--- src/fm_pkg.sv ---
// shared sizes for the tone synthesizer
// host register map base addresses
// waveform select encoding
`default_nettype none

package fm_pkg;

    localparam int NUM_VOICES    = 4;                     // voices in the bank
    localparam int SAMPLE_WIDTH  = 16;                    // signed output sample
    localparam int FNUM_WIDTH    = 10;                    // frequency number
    localparam int BLOCK_WIDTH   = 3;                     // octave shift
    localparam int ATTEN_WIDTH   = 3;                     // arithmetic shift right
    localparam int PHASE_WIDTH   = 16;                    // phase accumulator
    localparam int REG_WIDTH     = 8;                     // host addr and data bus
    localparam int TIMER_WIDTH   = 8;                     // irq timer counter

    localparam int SAMPLE_DIV    = 64;                    // clk cycles per sample
    localparam int DIV_CNT_WIDTH = $clog2(SAMPLE_DIV);    // also one i2s frame

    // register bases, voice n sits at base + n
    localparam logic [REG_WIDTH-1:0] ADDR_FNUM_LO      = 8'h00;
    localparam logic [REG_WIDTH-1:0] ADDR_KEY_BLOCK    = 8'h10;
    localparam logic [REG_WIDTH-1:0] ADDR_VOICE_CFG    = 8'h20;
    localparam logic [REG_WIDTH-1:0] ADDR_TIMER_PRESET = 8'h30;
    localparam logic [REG_WIDTH-1:0] ADDR_TIMER_CTRL   = 8'h31;

    typedef enum logic [1:0] {
        WAVE_SQUARE   = 2'd0,                             // code 3 also plays square
        WAVE_SAW      = 2'd1,
        WAVE_TRIANGLE = 2'd2
    } wave_t;

endpackage

`default_nettype wire

--- src/voice_if.sv ---
// per-voice parameter bundle
// regs modport drives it, voices modport reads it
`timescale 1ns/1ps
`default_nettype none

interface voice_if;
    import fm_pkg::*;

    logic [FNUM_WIDTH-1:0]  fnum  [NUM_VOICES];           // frequency number
    logic [BLOCK_WIDTH-1:0] block [NUM_VOICES];           // octave
    logic                   kon   [NUM_VOICES];           // key on
    logic [ATTEN_WIDTH-1:0] atten [NUM_VOICES];           // output shift
    wave_t                  wave  [NUM_VOICES];           // waveform select

    modport regs (
        output fnum, block, kon, atten, wave
    );

    modport voices (
        input fnum, block, kon, atten, wave
    );

endinterface

`default_nettype wire
--- src/fm_synth_top.sv ---
// synthesizer top level
// register file, sample divider, voice bank, mixer
// i2s output and interrupt timer
`timescale 1ns/1ps
`default_nettype none

module fm_synth_top (
    input  logic                         clk,
    input  logic                         arst_n,
    input  logic                         wr_en,
    input  logic [fm_pkg::REG_WIDTH-1:0] addr,
    input  logic [fm_pkg::REG_WIDTH-1:0] wr_data,
    output logic                         i2s_sclk,
    output logic                         i2s_ws,
    output logic                         i2s_sd,
    output logic                         irq
);
    import fm_pkg::*;

    logic                           sample_en;            // one pulse per sample
    logic [TIMER_WIDTH-1:0]         timer_preset;
    logic                           timer_start;
    logic                           irq_rst;
    logic signed [SAMPLE_WIDTH-1:0] voice_out [NUM_VOICES];
    logic signed [SAMPLE_WIDTH-1:0] sample_l;             // clamped mix
    logic signed [SAMPLE_WIDTH-1:0] sample_r;

    voice_if vif ();

    reg_file u_reg_file (
        .clk(clk), .arst_n(arst_n), .wr_en(wr_en), .addr(addr), .wr_data(wr_data),
        .vp(vif.regs), .timer_preset(timer_preset), .timer_start(timer_start),
        .irq_rst(irq_rst)
    );

    sample_clk_div u_sample_clk_div (.clk(clk), .arst_n(arst_n), .sample_en(sample_en));

    voice_bank u_voice_bank (
        .clk(clk), .arst_n(arst_n), .sample_en(sample_en), .vp(vif.voices),
        .voice_out(voice_out)
    );

    stereo_mixer u_stereo_mixer (
        .clk(clk), .arst_n(arst_n), .voice_out(voice_out),
        .sample_l(sample_l), .sample_r(sample_r)
    );

    i2s_tx u_i2s_tx (
        .clk(clk), .arst_n(arst_n), .sample_en(sample_en),
        .sample_l(sample_l), .sample_r(sample_r),
        .i2s_sclk(i2s_sclk), .i2s_ws(i2s_ws), .i2s_sd(i2s_sd)
    );

    irq_timer u_irq_timer (
        .clk(clk), .arst_n(arst_n), .sample_en(sample_en), .timer_preset(timer_preset),
        .timer_start(timer_start), .irq_rst(irq_rst), .irq(irq)
    );

endmodule

`default_nettype wire

--- src/i2s_tx.sv ---
// i2s transmitter, sclk at clk/2, 32 bit clocks per frame
// left word while ws low, right while ws high, MSB first
// data lags ws by one bit clock, changes on falling sclk
`timescale 1ns/1ps
`default_nettype none

module i2s_tx (
    input  logic                                   clk,
    input  logic                                   arst_n,
    input  logic                                   sample_en,
    input  logic signed [fm_pkg::SAMPLE_WIDTH-1:0] sample_l,
    input  logic signed [fm_pkg::SAMPLE_WIDTH-1:0] sample_r,
    output logic                                   i2s_sclk,
    output logic                                   i2s_ws,
    output logic                                   i2s_sd
);
    import fm_pkg::*;

    logic                      active;                    // first frame started
    logic [DIV_CNT_WIDTH-1:0]  cnt;                       // clk index within frame
    logic [DIV_CNT_WIDTH-1:0]  nxt;
    logic [2*SAMPLE_WIDTH-1:0] sr;                        // left then right

    assign nxt = cnt + 1'b1;

    always_ff @(posedge clk or negedge arst_n) begin
        if (!arst_n) begin
            active   <= 1'b0;
            cnt      <= '0;
            sr       <= '0;
            i2s_sclk <= 1'b0;
            i2s_ws   <= 1'b0;
            i2s_sd   <= 1'b0;
        end else if (sample_en) begin
            active   <= 1'b1;
            cnt      <= '0;
            i2s_sclk <= 1'b0;                             // falling edge, slot 0
            i2s_ws   <= 1'b0;
            i2s_sd   <= sr[2*SAMPLE_WIDTH-1];             // right LSB of last frame
            sr       <= {sample_l, sample_r};
        end else if (active) begin
            cnt      <= nxt;
            i2s_sclk <= nxt[0];
            if (!nxt[0]) begin                            // falling sclk, next slot
                i2s_ws <= nxt[DIV_CNT_WIDTH-1];           // high for second half
                i2s_sd <= sr[2*SAMPLE_WIDTH-1];
                sr     <= sr << 1;
            end
        end
    end

endmodule

`default_nettype wire

--- src/irq_timer.sv ---
// sample-tick interrupt timer
// counts up from preset while started, reloads on overflow
// sticky irq cleared only by irq_rst
`timescale 1ns/1ps
`default_nettype none

module irq_timer (
    input  logic                           clk,
    input  logic                           arst_n,
    input  logic                           sample_en,
    input  logic [fm_pkg::TIMER_WIDTH-1:0] timer_preset,
    input  logic                           timer_start,
    input  logic                           irq_rst,
    output logic                           irq
);
    import fm_pkg::*;

    logic [TIMER_WIDTH-1:0] count;
    logic                   wrap;                         // overflow this tick

    assign wrap = sample_en && timer_start && (count == '1);

    always_ff @(posedge clk or negedge arst_n) begin
        if (!arst_n) begin
            count <= '0;
        end else if (!timer_start) begin
            count <= timer_preset;                        // idle, track preset
        end else if (sample_en) begin
            count <= wrap ? timer_preset : count + 1'b1;
        end
    end

    always_ff @(posedge clk or negedge arst_n) begin
        if (!arst_n) begin
            irq <= 1'b0;
        end else if (wrap) begin
            irq <= 1'b1;                                  // new overflow wins over clear
        end else if (irq_rst) begin
            irq <= 1'b0;
        end
    end

endmodule

`default_nettype wire

--- src/reg_file.sv ---
// host register file
// decodes strobed writes into voice parameters and timer controls
// irq_rst is a registered one-cycle pulse
`timescale 1ns/1ps
`default_nettype none

module reg_file (
    input  logic                           clk,
    input  logic                           arst_n,
    input  logic                           wr_en,
    input  logic [fm_pkg::REG_WIDTH-1:0]   addr,
    input  logic [fm_pkg::REG_WIDTH-1:0]   wr_data,
    voice_if.regs                          vp,
    output logic [fm_pkg::TIMER_WIDTH-1:0] timer_preset,
    output logic                           timer_start,
    output logic                           irq_rst
);
    import fm_pkg::*;

    logic ctrl_wr;                                        // write to timer control

    assign ctrl_wr = wr_en && (addr == ADDR_TIMER_CTRL);

    always_ff @(posedge clk or negedge arst_n) begin
        if (!arst_n) begin
            for (int i = 0; i < NUM_VOICES; i++) begin
                vp.fnum[i]  <= '0;
                vp.block[i] <= '0;
                vp.kon[i]   <= 1'b0;                      // all voices silent
                vp.atten[i] <= '0;
                vp.wave[i]  <= WAVE_SQUARE;
            end
            timer_preset <= '0;
            timer_start  <= 1'b0;
            irq_rst      <= 1'b0;
        end else begin
            irq_rst <= ctrl_wr && wr_data[7];             // high for one cycle only
            if (wr_en) begin
                for (int i = 0; i < NUM_VOICES; i++) begin
                    if (addr == ADDR_FNUM_LO + REG_WIDTH'(i)) begin
                        vp.fnum[i][7:0] <= wr_data;       // fnum low byte
                    end
                    if (addr == ADDR_KEY_BLOCK + REG_WIDTH'(i)) begin
                        vp.kon[i]                  <= wr_data[7];
                        vp.block[i]                <= wr_data[6:4];
                        vp.fnum[i][FNUM_WIDTH-1:8] <= wr_data[1:0];
                    end
                    if (addr == ADDR_VOICE_CFG + REG_WIDTH'(i)) begin
                        vp.atten[i] <= wr_data[2:0];
                        vp.wave[i]  <= wave_t'(wr_data[5:4]);
                    end
                end
                if (addr == ADDR_TIMER_PRESET) begin
                    timer_preset <= wr_data;
                end
            end
            if (ctrl_wr && !wr_data[7]) begin
                timer_start <= wr_data[0];                // irq clear leaves start alone
            end
        end
    end

endmodule

`default_nettype wire

--- src/sample_clk_div.sv ---
// sample rate time base
// one-cycle sample_en pulse every SAMPLE_DIV clocks
`timescale 1ns/1ps
`default_nettype none

module sample_clk_div (
    input  logic clk,
    input  logic arst_n,
    output logic sample_en
);
    import fm_pkg::*;

    logic [DIV_CNT_WIDTH-1:0] cnt;                        // position in sample period

    always_ff @(posedge clk or negedge arst_n) begin
        if (!arst_n) begin
            cnt       <= '0;
            sample_en <= 1'b0;
        end else if (cnt == DIV_CNT_WIDTH'(SAMPLE_DIV - 1)) begin
            cnt       <= '0;
            sample_en <= 1'b1;                            // first pulse SAMPLE_DIV after reset
        end else begin
            cnt       <= cnt + 1'b1;
            sample_en <= 1'b0;
        end
    end

endmodule

`default_nettype wire

--- src/stereo_mixer.sv ---
// stereo mixer, voices 0 and 2 left, 1 and 3 right
// widened sum stage then saturating clamp stage
`timescale 1ns/1ps
`default_nettype none

module stereo_mixer (
    input  logic                                   clk,
    input  logic                                   arst_n,
    input  logic signed [fm_pkg::SAMPLE_WIDTH-1:0] voice_out [fm_pkg::NUM_VOICES],
    output logic signed [fm_pkg::SAMPLE_WIDTH-1:0] sample_l,
    output logic signed [fm_pkg::SAMPLE_WIDTH-1:0] sample_r
);
    import fm_pkg::*;

    logic signed [SAMPLE_WIDTH:0] sum_l;                  // one guard bit
    logic signed [SAMPLE_WIDTH:0] sum_r;

    // top two bits differ only when the sum left the 16-bit range
    function automatic logic signed [SAMPLE_WIDTH-1:0] clamp(
        input logic signed [SAMPLE_WIDTH:0] s
    );
        if (s[SAMPLE_WIDTH] != s[SAMPLE_WIDTH-1]) begin
            clamp = {s[SAMPLE_WIDTH], {(SAMPLE_WIDTH-1){~s[SAMPLE_WIDTH]}}};
        end else begin
            clamp = s[SAMPLE_WIDTH-1:0];
        end
    endfunction

    always_ff @(posedge clk or negedge arst_n) begin
        if (!arst_n) begin
            sum_l    <= '0;
            sum_r    <= '0;
            sample_l <= '0;
            sample_r <= '0;
        end else begin
            sum_l    <= voice_out[0] + voice_out[2];     // the analog DAC sum, done digitally
            sum_r    <= voice_out[1] + voice_out[3];
            sample_l <= clamp(sum_l);
            sample_r <= clamp(sum_r);
        end
    end

endmodule

`default_nettype wire

--- src/voice_bank.sv ---
// voice bank with one phase accumulator per voice
// square, sawtooth and triangle shaping from the phase
// per-voice attenuation as an arithmetic shift
`timescale 1ns/1ps
`default_nettype none

module voice_bank (
    input  logic                                    clk,
    input  logic                                    arst_n,
    input  logic                                    sample_en,
    voice_if.voices                                 vp,
    output logic signed [fm_pkg::SAMPLE_WIDTH-1:0]  voice_out [fm_pkg::NUM_VOICES]
);
    import fm_pkg::*;

    logic [PHASE_WIDTH-1:0] phase     [NUM_VOICES];       // accumulators
    logic [PHASE_WIDTH-1:0] phase_nxt [NUM_VOICES];       // phase after this tick

    // waveform from the top phase bits
    function automatic logic signed [SAMPLE_WIDTH-1:0] shape(
        input logic [PHASE_WIDTH-1:0] ph,
        input wave_t                  wv
    );
        logic [SAMPLE_WIDTH-1:0] top;
        logic [SAMPLE_WIDTH-2:0] fold;
        top  = ph[PHASE_WIDTH-1 -: SAMPLE_WIDTH];
        fold = top[SAMPLE_WIDTH-1] ? ~top[SAMPLE_WIDTH-2:0] : top[SAMPLE_WIDTH-2:0];
        case (wv)
            WAVE_SAW:      shape = signed'(top);          // ramp wraps max to min
            WAVE_TRIANGLE: shape = {~fold[SAMPLE_WIDTH-2], fold[SAMPLE_WIDTH-3:0], 1'b0};
            default:       shape = {top[SAMPLE_WIDTH-1], {(SAMPLE_WIDTH-1){~top[SAMPLE_WIDTH-1]}}};
        endcase
    endfunction

    always_comb begin
        for (int i = 0; i < NUM_VOICES; i++) begin
            phase_nxt[i] = phase[i] + (PHASE_WIDTH'(vp.fnum[i]) << vp.block[i]);
        end
    end

    always_ff @(posedge clk or negedge arst_n) begin
        if (!arst_n) begin
            for (int i = 0; i < NUM_VOICES; i++) begin
                phase[i]     <= '0;
                voice_out[i] <= '0;
            end
        end else if (sample_en) begin
            for (int i = 0; i < NUM_VOICES; i++) begin
                if (vp.kon[i]) begin
                    phase[i]     <= phase_nxt[i];
                    voice_out[i] <= shape(phase_nxt[i], vp.wave[i]) >>> vp.atten[i];
                end else begin
                    phase[i]     <= '0;                   // key off restarts phase
                    voice_out[i] <= '0;
                end
            end
        end
    end

endmodule

`default_nettype wire

--- config.mk ---
export PLATFORM = sky130hd
export DESIGN_NAME = fm_synth_top
export DESIGN_NICKNAME = d
export VERILOG_FILES = /design/src/fm_pkg.sv /design/src/voice_if.sv /design/src/fm_synth_top.sv /design/src/i2s_tx.sv /design/src/irq_timer.sv /design/src/reg_file.sv /design/src/sample_clk_div.sv /design/src/stereo_mixer.sv /design/src/voice_bank.sv
export SDC_FILE = /design/constraint.sdc
export NUM_CORES = 1
export LEC_CHECK = 0
export ABC_CLOCK_PERIOD_IN_PS = 4000
export CORE_UTILIZATION = 35
export CTS_BUF_LIST = sky130_fd_sc_hd__clkbuf_8
export DETAILED_ROUTE_END_ITERATION = 16
export DONT_BUFFER_PORTS = 1
export PLACE_DENSITY = 0.63
export SKIP_CTS_REPAIR_TIMING = 1
export SKIP_LAST_GASP = 1
export SLEW_MARGIN = 20
export SYNTH_ARGS = -nofsm -noshare
export SYNTH_HDL_FRONTEND = slang
export SYNTH_SLANG_ARGS = --single-unit
--- constraint.sdc ---
create_clock -name clk -period 4 [get_ports clk]
set_clock_uncertainty 0.05 [all_clocks]
set_input_delay 0.8 -clock clk [delete_from_list [all_inputs] [get_ports clk]]
set_output_delay 0.8 -clock clk [all_outputs]
set_load 0.03 [all_outputs]
Word level (Yosys, flattened, before mapping)
Cells that the tools add are included.
W data, S select, Z words.

operators by class
  shifts and indexed selects = 8
  $add $sub $neg = 9
  bitwise logic cells = 14
  equality and inequality tests = 27
  reduce and logical (&&, ||, !) cells = 23
  muxes and demuxes = 46

operators with widths
  kind                   count
  $mux W16               18
  $pmux W16 S2           4
  $mux W32               3
  $add A16 B16 Y16       4
  $shl A10 B3 Y16        4
  $sshr A16 B3 Y16       4
  $mux W15               4
  $not A15 Y15           4
  $eq A8 B6 Y1 const B   6
  $add A16 B16 Y17       2
  $eq A8 B5 Y1 const B   4
  $reduce_and A2 Y1      14
  $mux W8                3
  $mux W6                3
  $eq A8 B2 Y1 const B   2
  $add A6 B1 Y6 const B  2
  $mux W1                11
  $not A1 Y1             10
  $add A8 B1 Y8 const B  1
  $eq A2 B1 Y1 const B   4
  $eq A2 B2 Y1 const B   4
  $eq A8 B1 Y1 const B   1
  $eq A8 B8 Y1 const B   1
  $logic_not A8 Y1       1
  7 further kinds        13

storage, ports and cells
  register bits = 338
  output and inout port bits = 4
  logic and storage cells = 176
  input bits = 19

Depth between registers and ports, before layout
Gate-level depths: netlist of the first run.

  depth in word-level cells = 10
  mapped depth = 19

Hierarchy
A second synthesis of the first run with hierarchy kept.

unflattened totals
  cells, all modules = 2,507
  area, all modules = 23,530.1 µm²

modules (own cells, without submodules)
  module          area each (µm²)  sequential area each (µm²)  cells an instance  times used
  voice_bank      13,932.1         3,203.1                     1,739              1
  stereo_mixer    3,458.3          1,651.6                     300                1
  reg_file        3,415.8          2,152.1                     206                1
  i2s_tx          1,883.1          1,026.0                     177                1
  irq_timer       573.0            225.2                       64                 1
  sample_clk_div  267.8            175.2                       21                 1

Least setup slack after synthesis of the first run
OpenSTA, ideal clock, no wires.

  kind = reg-to-reg
  start point = register u_reg_file.vp.block[3]
  end point = register u_voice_bank.voice_out[19] in the netlist's numbering
  library setup time = 0.132 ns
  clock period less this slack = 4.276 ns
  cell stages (with the launch flop) = 17
  data required time = 3.818 ns
  arrival time = 4.095 ns
  slack = -0.276 ns
  path through = dfrtp_1 buf_1 mux2i_1 mux2_2 mux2i_1 ha_1 buf_2 a21o_1 a31oi_1 nor2b_1 a311oi_4 a2111oi_0 a2111oi_2 nand2_1 mux4_2 a222oi_1 o2bb2ai_1

on the way
  word-level cells in the longest chain between the ends = 10
  elaborated cells between the ends (all ways) = 11
  those cells by class = add/sub: 1; shift: 2; mux: 5; bitwise: 3

ends and longest elaborated chain
  element                            RTL line          RTL
  from (decl)                        voice_if.sv:16    output fnum, block, kon, atten, wave
  from (signal, indexed assignment)  reg_file.sv:45    vp.block[i] <= wr_data[6:4];
  $shl A10 B3 Y16 *                  voice_bank.sv:37  phase_nxt[i] = phase[i] + (PHASE_WIDTH'(vp.fnum[i]) << vp.block[i]);
  $add A16 B16 Y16 *                 voice_bank.sv:37
  $not A15 Y15                       voice_bank.sv:27  fold = top[SAMPLE_WIDTH-1] ? ~top[SAMPLE_WIDTH-2:0] : top[SAMPLE_WIDTH-2:0];
  $mux W15                           voice_bank.sv:27
  $not A1 Y1                         voice_bank.sv:30  WAVE_TRIANGLE: shape = {~fold[SAMPLE_WIDTH-2], fold[SAMPLE_WIDTH-3:0], 1'b0};
  $pmux W16 S2 *                     voice_bank.sv:28  case (wv)
  $mux W16 *                         voice_bank.sv:49  if (vp.kon[i]) begin
  $mux W16 *                         voice_bank.sv:47  end else if (sample_en) begin
  $sshr A16 B3 Y16 *                 voice_bank.sv:51  voice_out[i] <= shape(phase_nxt[i], vp.wave[i]) >>> vp.atten[i];
  $mux W16 *                         voice_bank.sv:49
  to (signal, indexed assignment)    voice_bank.sv:51
  to (decl)                          voice_bank.sv:12  output logic signed [fm_pkg::SAMPLE_WIDTH-1:0] voice_out [fm_pkg::NUM_VOICES]

Every way passes the cells marked *; elsewhere a longest branch is shown, timed or not. The select of a mux whose other input is x is not followed.
A chain may end at the register's enable or synchronous reset.

Final worst setup path of the first run
Ends and elaborated chain as after synthesis.

==> results of run 1 <==
[path summary, 6_finish.rpt]
check                                        from                         end  slack [ns]  cells past startpoint
setup / recovery           u_reg_file.vp.block[3]  u_voice_bank.voice_out[19]       -0.38                     19
hold reg to reg                u_reg_file.irq_rst             u_irq_timer.irq        0.39                      1
hold / removal                             arst_n     u_sample_clk_div.cnt[2]       -0.21                      0
min in group clk                       wr_data[4]       u_reg_file.vp.wave[6]        0.20                      1
setup reg to reg           u_reg_file.vp.block[3]  u_voice_bank.voice_out[19]       -0.38                     19
max in group asynchronous                  arst_n      u_voice_bank.phase[57]        3.07                      0
[power by group through the flow]
stage	Sequential, mW	Clock, mW	Combinational (mW)
2_1_floorplan	3.55	0	0.728
3_3_place_gp	3.59	0	1.12
3_5_place_dp	3.60	0	1.14
4_1_cts	3.53	3.62	1.15
5_1_grt	3.56	3.76	1.57
6_report	3.55	3.52	1.47
[logic make-up after synthesis]
kind of cell,Yosys count,synth area share (%)
buffers and inverters,247,4.14
DFF,337,36.3
and+or+nand+nor,738,15.4
AOI/OAI and AO/OA,778,24.2
muxes,223,10.6
xor gates and xnor gates,79,3.07
adders and majority gates,113,6.29
[area by class of cell]
cell class	instances	share of cell area (%)
Multi-Input combinational cell	1931	51.6
Tap cell	864	3.51
Timing Repair Buffer	459	11.9
Antenna cell	1	0.00813
Sequential cell	337	27.4
Clock buffer	69	3.09
Inverter	110	1.36
Clock inverter	37	1.14
[layer usage]
metal,GRT usage (%),up-vias,routed length [µm]
li1,-,10200,-
met1,26.2,10800,31500
met2,31.2,628,33300
met3,3.11,132,3490
met4,5.51,0,1620
met5,0,-,0
[state kept, by name (all words and copies together), names as in the netlist, 12 cells and up]
| register | count |
|---|---|
| u_reg_file.vp.fnum | 40 |
| u_stereo_mixer.sample_l | 16 |
| u_stereo_mixer.sum_r | 17 |
| u_reg_file.vp.block | 12 |
| u_i2s_tx.sr | 32 |
| u_reg_file.vp.atten | 12 |
| u_voice_bank.phase | 64 |
| u_voice_bank.voice_out | 64 |
| u_stereo_mixer.sample_r | 16 |
| u_stereo_mixer.sum_l | 17 |
[through the flow]
step                utilization [%]  worst slack (ns)  hold WS (ns)  area [µm²]
floorplan                         -           -0.0295         0.369       23200
global placement               40.5            -0.471         0.386       26600
detailed placement             40.5            -0.525         0.382       26600
CTS                            42.5            -0.507        -0.271       27900
global route                   46.9            -0.521        -0.259       30800
finish                         46.9            -0.378        -0.211       30800
[cell usage after synthesis, types with 31 or more instances]
| library cell | count |
|---|---|
| a211oi_1 | 46 |
| a21o_1 | 63 |
| a21oi_1 | 107 |
| a22o_1 | 41 |
| clkbuf_1 | 109 |
| dfrtp_1 | 337 |
| ha_1 | 107 |
| inv_1 | 104 |
| mux2_2 | 117 |
| mux2i_1 | 99 |
| nand2_1 | 224 |
| nand3_1 | 79 |
| nand4_1 | 38 |
| nor2_1 | 168 |
| nor3_1 | 72 |
| o211ai_1 | 36 |
| o21ai_0 | 157 |
| o2bb2ai_1 | 31 |
| xnor2_1 | 45 |
| xor2_1 | 32 |
[critical path, stage by stage (launching register included)]
cell and delay (ns):
dfrtp_2 0.45, buf_12 0.16, mux2i_2 0.17, mux2_2 0.30, a21oi_2 0.17, ha_1 0.28
and4_4 0.21, a31oi_4 0.15, nor2b_2 0.06, buf_4 0.13, a311oi_4 0.36, buf_4 0.20
buf_6 0.11, nand3_4 0.06, nand4_1 0.13, o211ai_1 0.15, buf_4 0.17, mux4_2 0.47
a222oi_1 0.34, o2bb2ai_1 0.12
==> impl_metrics.toml, run 1 <==
[logic_synthesis]
ys_types = 97
ys_seq_elements = 337
seq_area_frac_synth_pct = 36.3
synth_edf_count = 0
synth-async-reset-ratio_pct = 100
syn_area_per_cell_um2 = 9.22
ys.flop_type = "dfrtp_1"
netlist_top_cells_area = "dfrtp_1, ha_1, mux2_2"
synthDominantCellAreaShare_pct = 36.3
syn-instance-count = 2515
yosys_warnings = 0
yosys.area.top_type = "dfrtp_1"
syn_nets = 2647
synth_area_mm2 = 0.0232

[cts]
clkLatencyLatePin_ns = 0.72
cts_sinks = 337
tritoncts = "built"
cts_max_level = 2
cts_made_buffers = 57
path_clk_slew_ns = 0.07
cts-root-buf = "clkbuf_8"
cts.path.max_buffers = 3

[hold_path]
min-delay-path-class = "in2async"

[critical_path]
cp-end-kind = "flip-flop"
crit_path_max_fanout = 8
crit_type = "reg2reg"
critPathArrivalTime_ns = 4.87
crit_path_start_kind = "flip-flop"
required_ns = 4.49

[layout]
multi_input_area_mm2 = 0.0159
syn2layout_area_growth_pct = 32.7
drive_gt1_share_pct = 34.7
regArea_mm2 = 0.00844
num-fill-cells = 6142
final_nets = 3028
final_cell_mix = "buf_4, dfrtp_1, nand2_1"
layout.cells.non_filler = 3808
final_common_cell = "buf_4"

[route]
drt-initial-drc-count = 1434
drtAntennaViolNets = 0
dr_total_vias = 21800
drt_wl_total_mm = 69.9
drc = 0
viasPerCell = 5.73
first_pass_iters = 6
routedWlPerCell_um = 18.4

[die]
die_area_mm2 = 0.0673
die_x_um = 259
core.rowCount = 94
start_util_pct = 35.4
die_h_um = 259
io_pins = 23
design.core.area_mm2 = 0.0656

[global_routing]
grt_pass1_wl_mm = 107
grt_pass1_vias = 20700
grt_max_degree = 338
gr-usage-all-layers_pct = 19.2
antenna_found_initial = 1
overflow = 0

[timing]
hold_viol_final = 127
clock.fmax_mhz = 228
maxSlewViolCount = 0
setup-tns-final_ns = -4.97
setup_viol = 42
whs_ns = -0.211
timing.final.ws_setup_ns = -0.378
slew_headroom_pct = 11.5
grt_setup_unrepaired = "true"
tightest_slew_ns = 1.33
fin_crit_sh_pct = 109
period_needed_ns = 4.38

[pwr]
power_frac_clock_pct = 41.2
p_sw_share_pct = 28.0
p_seq_share_pct = 41.6
comb_power_share_pct = 17.3
ir_worst_vdd_mv = 0.254
p_int_mw = 6.15
powerDensity_mw_per_mm2 = 278
p_leak_nw = 14.2
switchingPower_mw = 2.39
power_mw = 8.54

[placement]
place_inst = 3621
numPortBuffers = 0
place.gp.congestion = 0.926
detailed_place_hpwl_mm = 47.7

[job]
cap_violations = 0

[run_status]
status = "finished with violations"
violations = "hold timing, setup timing"
Power figures use the tool's default switching activity.
==> run 2: changes to the inputs <==
--- a/config.mk
+++ b/config.mk
@@ -7,7 +7,6 @@
 export LEC_CHECK = 0
 export ABC_CLOCK_PERIOD_IN_PS = 4000
 export CORE_UTILIZATION = 35
-export CTS_BUF_LIST = sky130_fd_sc_hd__clkbuf_8
 export DETAILED_ROUTE_END_ITERATION = 16
 export DONT_BUFFER_PORTS = 1
 export PLACE_DENSITY = 0.63
==> impl_metrics.toml, run 2 (synthesis gave the netlist of run 1 again) <==
[global_routing]
overflow = 0
gr-usage-all-layers_pct = 19.2
grt_max_degree = 338
grt_pass1_vias = 20500
antenna_found_initial = 0
grt_pass1_wl_mm = 107

[critical_path]
path_buf_inv = 3
crit_path_start_kind = "flip-flop"
cp-end-kind = "flip-flop"
slowest_stage = "dfrtp_2"
cp_slowest_stage_delay_ns = 0.44
critPathMostFrequentCell = "buf_4"
crit_type = "reg2reg"
crit_family = "compound AO/OA/AOI/OAI gates"
critPathArrivalTime_ns = 4.71
path_cells = "buf_12 > mux2i_4 > mux2_4 > mux2i_1 > ha_1 > a21o_1 > a31oi_4 > nor2b_2 > a311o_2 > buf_4 > nor2_4 > buf_4 > xnor3_1 > a22o_1 > a221o_1 > a222oi_1 > o2bb2ai_1"
crit_path_max_fanout = 8
required_ns = 4.40

[hold_path]
min-delay-path-class = "in2async"

[layout]
largestRegisters = "u_voice_bank.phase: 64 flops, u_voice_bank.voice_out: 64 flops, u_reg_file.vp.fnum: 40 flops"
antenna_cells = 0
final_cell_area_mm2 = 0.0308
layout.cells.non_filler = 3770
final_common_cell = "buf_4"
syn2layout_area_growth_pct = 32.8
drive_gt1_share_pct = 34.0
final_cell_mix = "buf_4, dfrtp_1, nand2_1"
final_nets = 3009

[route]
drtAntennaViolNets = 0
drt-initial-drc-count = 1261
drt_wl_total_mm = 69.5
viasPerCell = 5.71
routedWlPerCell_um = 18.4
dr_total_vias = 21500
drc = 0
first_pass_iters = 7

[die]
design.core.area_mm2 = 0.0656
die_x_um = 259
io_pins = 23
start_util_pct = 35.4
die_area_mm2 = 0.0673
core.rowCount = 94
die_h_um = 259

[job]
cap_violations = 0

[cts]
tritoncts = "built"
cts.path.max_buffers = 3
cts_sinks = 337
cts-root-buf = "clkbuf_16"
cts_made_buffers = 39
path_clk_slew_ns = 0.06
cts_max_level = 2
clkLatencyLatePin_ns = 0.59

[timing]
grt_setup_unrepaired = "true"
clock.fmax_mhz = 232
whs_ns = -0.108
period_needed_ns = 4.31
timing.final.ws_setup_ns = -0.315
maxSlewViolCount = 0
hold_viol_final = 89
fin_crit_sh_pct = 108
setup_viol = 31
tightest_slew_ns = 1.26
slew_headroom_pct = 15.8

[placement]
place.gp.congestion = 0.926
place_inst = 3621
detailed_place_hpwl_mm = 47.7
dp_slack_ns = -0.525
placed_area_mm2 = 0.0266
numPortBuffers = 0

[run_status]
violations = "hold timing, setup timing"
status = "finished with violations"

[pwr]
ir_worst_vdd_mv = 0.302
powerDensity_mw_per_mm2 = 284
p_leak_nw = 14.1
power_mw = 8.74
run 2: cell types whose count changed in the layout (fill, tap and decap cells not counted), sizes merged:
cell and change:
buf -1, bufinv -2, diode -1, clkinvlp +3, clkbuf -22, inv -11
clkinv -4
run 2: layer usage:
metal / GRT usage [%] / up-vias / wire [µm]
li1: - / 10200 / -
met1: 26.4 / 10600 / 31200
met2: 31.1 / 604 / 33100
met3: 2.95 / 130 / 3370
met4: 5.31 / 0 / 1760
met5: 0 / - / 0
run 2: path summary, 6_finish.rpt:
kind | startpoint | endpoint | slack (ns) | cells after the start
worst max-delay path | u_reg_file.vp.block[3] | u_voice_bank.voice_out[19] | -0.31 | 17
worst min-delay path | arst_n | u_sample_clk_div.cnt[4] | -0.11 | 0
worst max register to register | u_reg_file.vp.block[3] | u_voice_bank.voice_out[19] | -0.31 | 17
worst min register to register | u_reg_file.irq_rst | u_irq_timer.irq | 0.39 | 1
max in group asynchronous | arst_n | u_i2s_tx.sr[26] | 3.02 | 0
min in group clk | wr_data[6] | u_reg_file.vp.block[5] | 0.29 | 2
run 2: worst register-to-register path, stage by stage (launching register included):
cell and delay, ns:
dfrtp_2 0.44, buf_12 0.16, mux2i_4 0.19, mux2_4 0.29
mux2i_1 0.16, ha_1 0.27, a21o_1 0.23, a31oi_4 0.17
nor2b_2 0.07, a311o_2 0.40, buf_4 0.18, nor2_4 0.15
buf_4 0.17, xnor3_1 0.31, a22o_1 0.23, a221o_1 0.34
a222oi_1 0.25, o2bb2ai_1 0.11
run 2: where the power goes:
part           leakage [nW]  internal, mW  switching, mW
logic                  8.83         0.719          0.756
registers              4.64          3.46         0.0884
clock network         0.634          2.17           1.54
run 2: cell type report:
type / count / area [µm²]
Fill cell: 6080 / 34800
Timing Repair Buffer: 458 / 3610
Inverter: 110 / 422
Clock inverter: 23 / 272
Clock buffer: 47 / 1060
Multi-Input combinational cell: 1931 / 15900
Sequential cell: 337 / 8450
Tap cell: 864 / 1080
run 2: per-stage QoR:
step                TNS, ns  util (%)
floorplan           -0.0295         -
global placement     -11.37      40.5
detailed placement   -15.85      40.5
CTS                  -16.55      42.6
global route         -11.79      46.9
finish                -4.80      46.9
==> run 3: changes to the inputs <==
--- a/config.mk
+++ b/config.mk
@@ -16,3 +16,4 @@
 export SYNTH_ARGS = -nofsm -noshare
 export SYNTH_HDL_FRONTEND = slang
 export SYNTH_SLANG_ARGS = --single-unit
+export TNS_END_PERCENT = 20
==> impl_metrics.toml, run 3 (synthesis gave the netlist of run 1 again) <==
[cts]
cts_max_level = 2
cts_made_buffers = 40
cts_sinks = 337
clkLatencyLatePin_ns = 0.58
cts-root-buf = "clkbuf_16"
tritoncts = "built"
path_clk_slew_ns = 0.06
cts.path.max_buffers = 3

[timing]
hold_viol_final = 94
whs_ns = -0.0883
maxSlewViolCount = 0
clock.fmax_mhz = 231
setup-tns-final_ns = -7.09
grt_setup_unrepaired = "true"
slew_headroom_pct = 18.5
timing.final.ws_setup_ns = -0.322
fin_crit_sh_pct = 108
period_needed_ns = 4.32
tightest_slew_ns = 1.22
setup_viol = 54

[die]
start_util_pct = 35.4
die_area_mm2 = 0.0673
core.rowCount = 94
io_pins = 23
design.core.area_mm2 = 0.0656
die_h_um = 259
die_x_um = 259

[job]
cap_violations = 0

[layout]
final_nets = 2955
drive_gt1_share_pct = 30.2
largestRegisters = "u_voice_bank.phase: 64 flops, u_voice_bank.voice_out: 64 flops, u_reg_file.vp.fnum: 40 flops"
final_common_cell = "buf_4"
syn2layout_area_growth_pct = 28.0
final_cell_mix = "buf_4, dfrtp_1, nand2_1"
antenna_cells = 0

[critical_path]
crit_path_start_kind = "flip-flop"
slowest_stage = "dfrtp_2"
path_cells = "buf_8 > mux2i_2 > mux2_4 > mux2i_2 > ha_1 > and4_4 > a31oi_4 > nor2b_2 > a311o_2 > buf_4 > o211ai_1 > a211oi_2 > or3_4 > mux2i_4 > buf_6 > o211a_1 > o32ai_2"
critPathMostFrequentCell = "mux2i_2"
critPathArrivalTime_ns = 4.70
cp-end-kind = "flip-flop"
crit_type = "reg2reg"
crit_path_max_fanout = 5
required_ns = 4.38
cp_slowest_stage_delay_ns = 0.46
rrSetupSlack_ns = -0.32

[route]
drc = 0
drt-initial-drc-count = 1611
first_pass_iters = 6
drtAntennaViolNets = 0
dr_total_vias = 21200
routedWlPerCell_um = 18.3
drt_wl_total_mm = 68.0
viasPerCell = 5.71

[pwr]
p_leak_nw = 13.7
ir_worst_vdd_mv = 0.249
powerDensity_mw_per_mm2 = 293

[global_routing]
grt_pass1_vias = 20500
grtUsageMet2_pct = 30.2
grtUsageMet1_pct = 26.6
antenna_found_initial = 1
grt_use_met3_pct = 2.90
overflow = 0
busiest_layer = "met2"
grt_max_degree = 338
gr-usage-all-layers_pct = 19.2
grt_pass1_wl_mm = 106

[placement]
place.gp.congestion = 0.900
dp_slack_ns = -0.475
numPortBuffers = 0
detailed_place_hpwl_mm = 47.4

[hold_path]
min-delay-path-class = "in2async"

[run_status]
status = "finished with violations"
violations = "hold timing, setup timing"
-- run 3: cell types whose count changed in the layout (fill, tap and decap cells not counted), moves of 7 or more --
cell / previous run / this run
o21ai_1: 26 / 19
mux2i_4: 15 / 8
nor3_1: 52 / 60
buf_6: 35 / 10
buf_4: 419 / 388
o21ai_0: 109 / 122
a2111oi_4: 9 / 2
-- run 3: stage by stage --
step	cells	hold WS [ns]	area, µm²	utilization [%]	power, mW
finish	3717	-0.0883	29700	45.2	8.72
global placement	3605	0.388	26500	40.4	4.71
floorplan	2515	0.369	23200	-	4.28
detailed placement	3605	0.384	26500	40.4	4.74
CTS	3677	-0.136	27900	42.5	8.60
global route	3717	-0.122	29700	45.2	9.05
-- run 3: worst paths after layout --
| kind | startpoint | to | cells after the start |
|---|---|---|---|
| max reg2reg | u_reg_file.vp.block[3] | u_voice_bank.voice_out[26] | 17 |
| min in group clk | wr_data[6] | u_reg_file.vp.block[2] | 2 |
| min | arst_n | u_sample_clk_div.cnt[2] | 0 |
| max | u_reg_file.vp.block[3] | u_voice_bank.voice_out[26] | 17 |
| max in group asynchronous | arst_n | u_stereo_mixer.sample_l[6] | 0 |
| min reg2reg | u_reg_file.irq_rst | u_irq_timer.irq | 1 |
-- run 3: layout make-up --
class                           instances  area (µm²)
Clock buffer                           53        1110
Clock inverter                         19         258
Fill cell                            6198       35900
Inverter                              110         414
Multi-Input combinational cell       1931       15300
Sequential cell                       337        8440
Tap cell                              864        1080
Timing Repair Buffer                  403        3120
-- run 3: metal layers --
metal	share of wire, %	vias up
li1	-	10100
met1	46	10400
met2	46	578
met3	4.9	125
met4	2.9	0
met5	0	-
-- run 3: where the power goes --
part / switching, mW / leakage, nW / internal [mW]
Sequential: 0.0857 / 4.65 / 3.46
Clock: 1.57 / 0.656 / 2.24
Combinational: 0.708 / 8.41 / 0.650
Total: 2.36 / 13.7 / 6.36
-- run 3: critical path: cells and delay by family (launching register included) --
family / cells / cell delay [ns]
compound gates: 6 / 1.35
simple gates: 3 / 0.72
buf+inv: 3 / 0.48
mux: 4 / 0.83
fa+ha+maj: 1 / 0.28
flops: 1 / 0.46
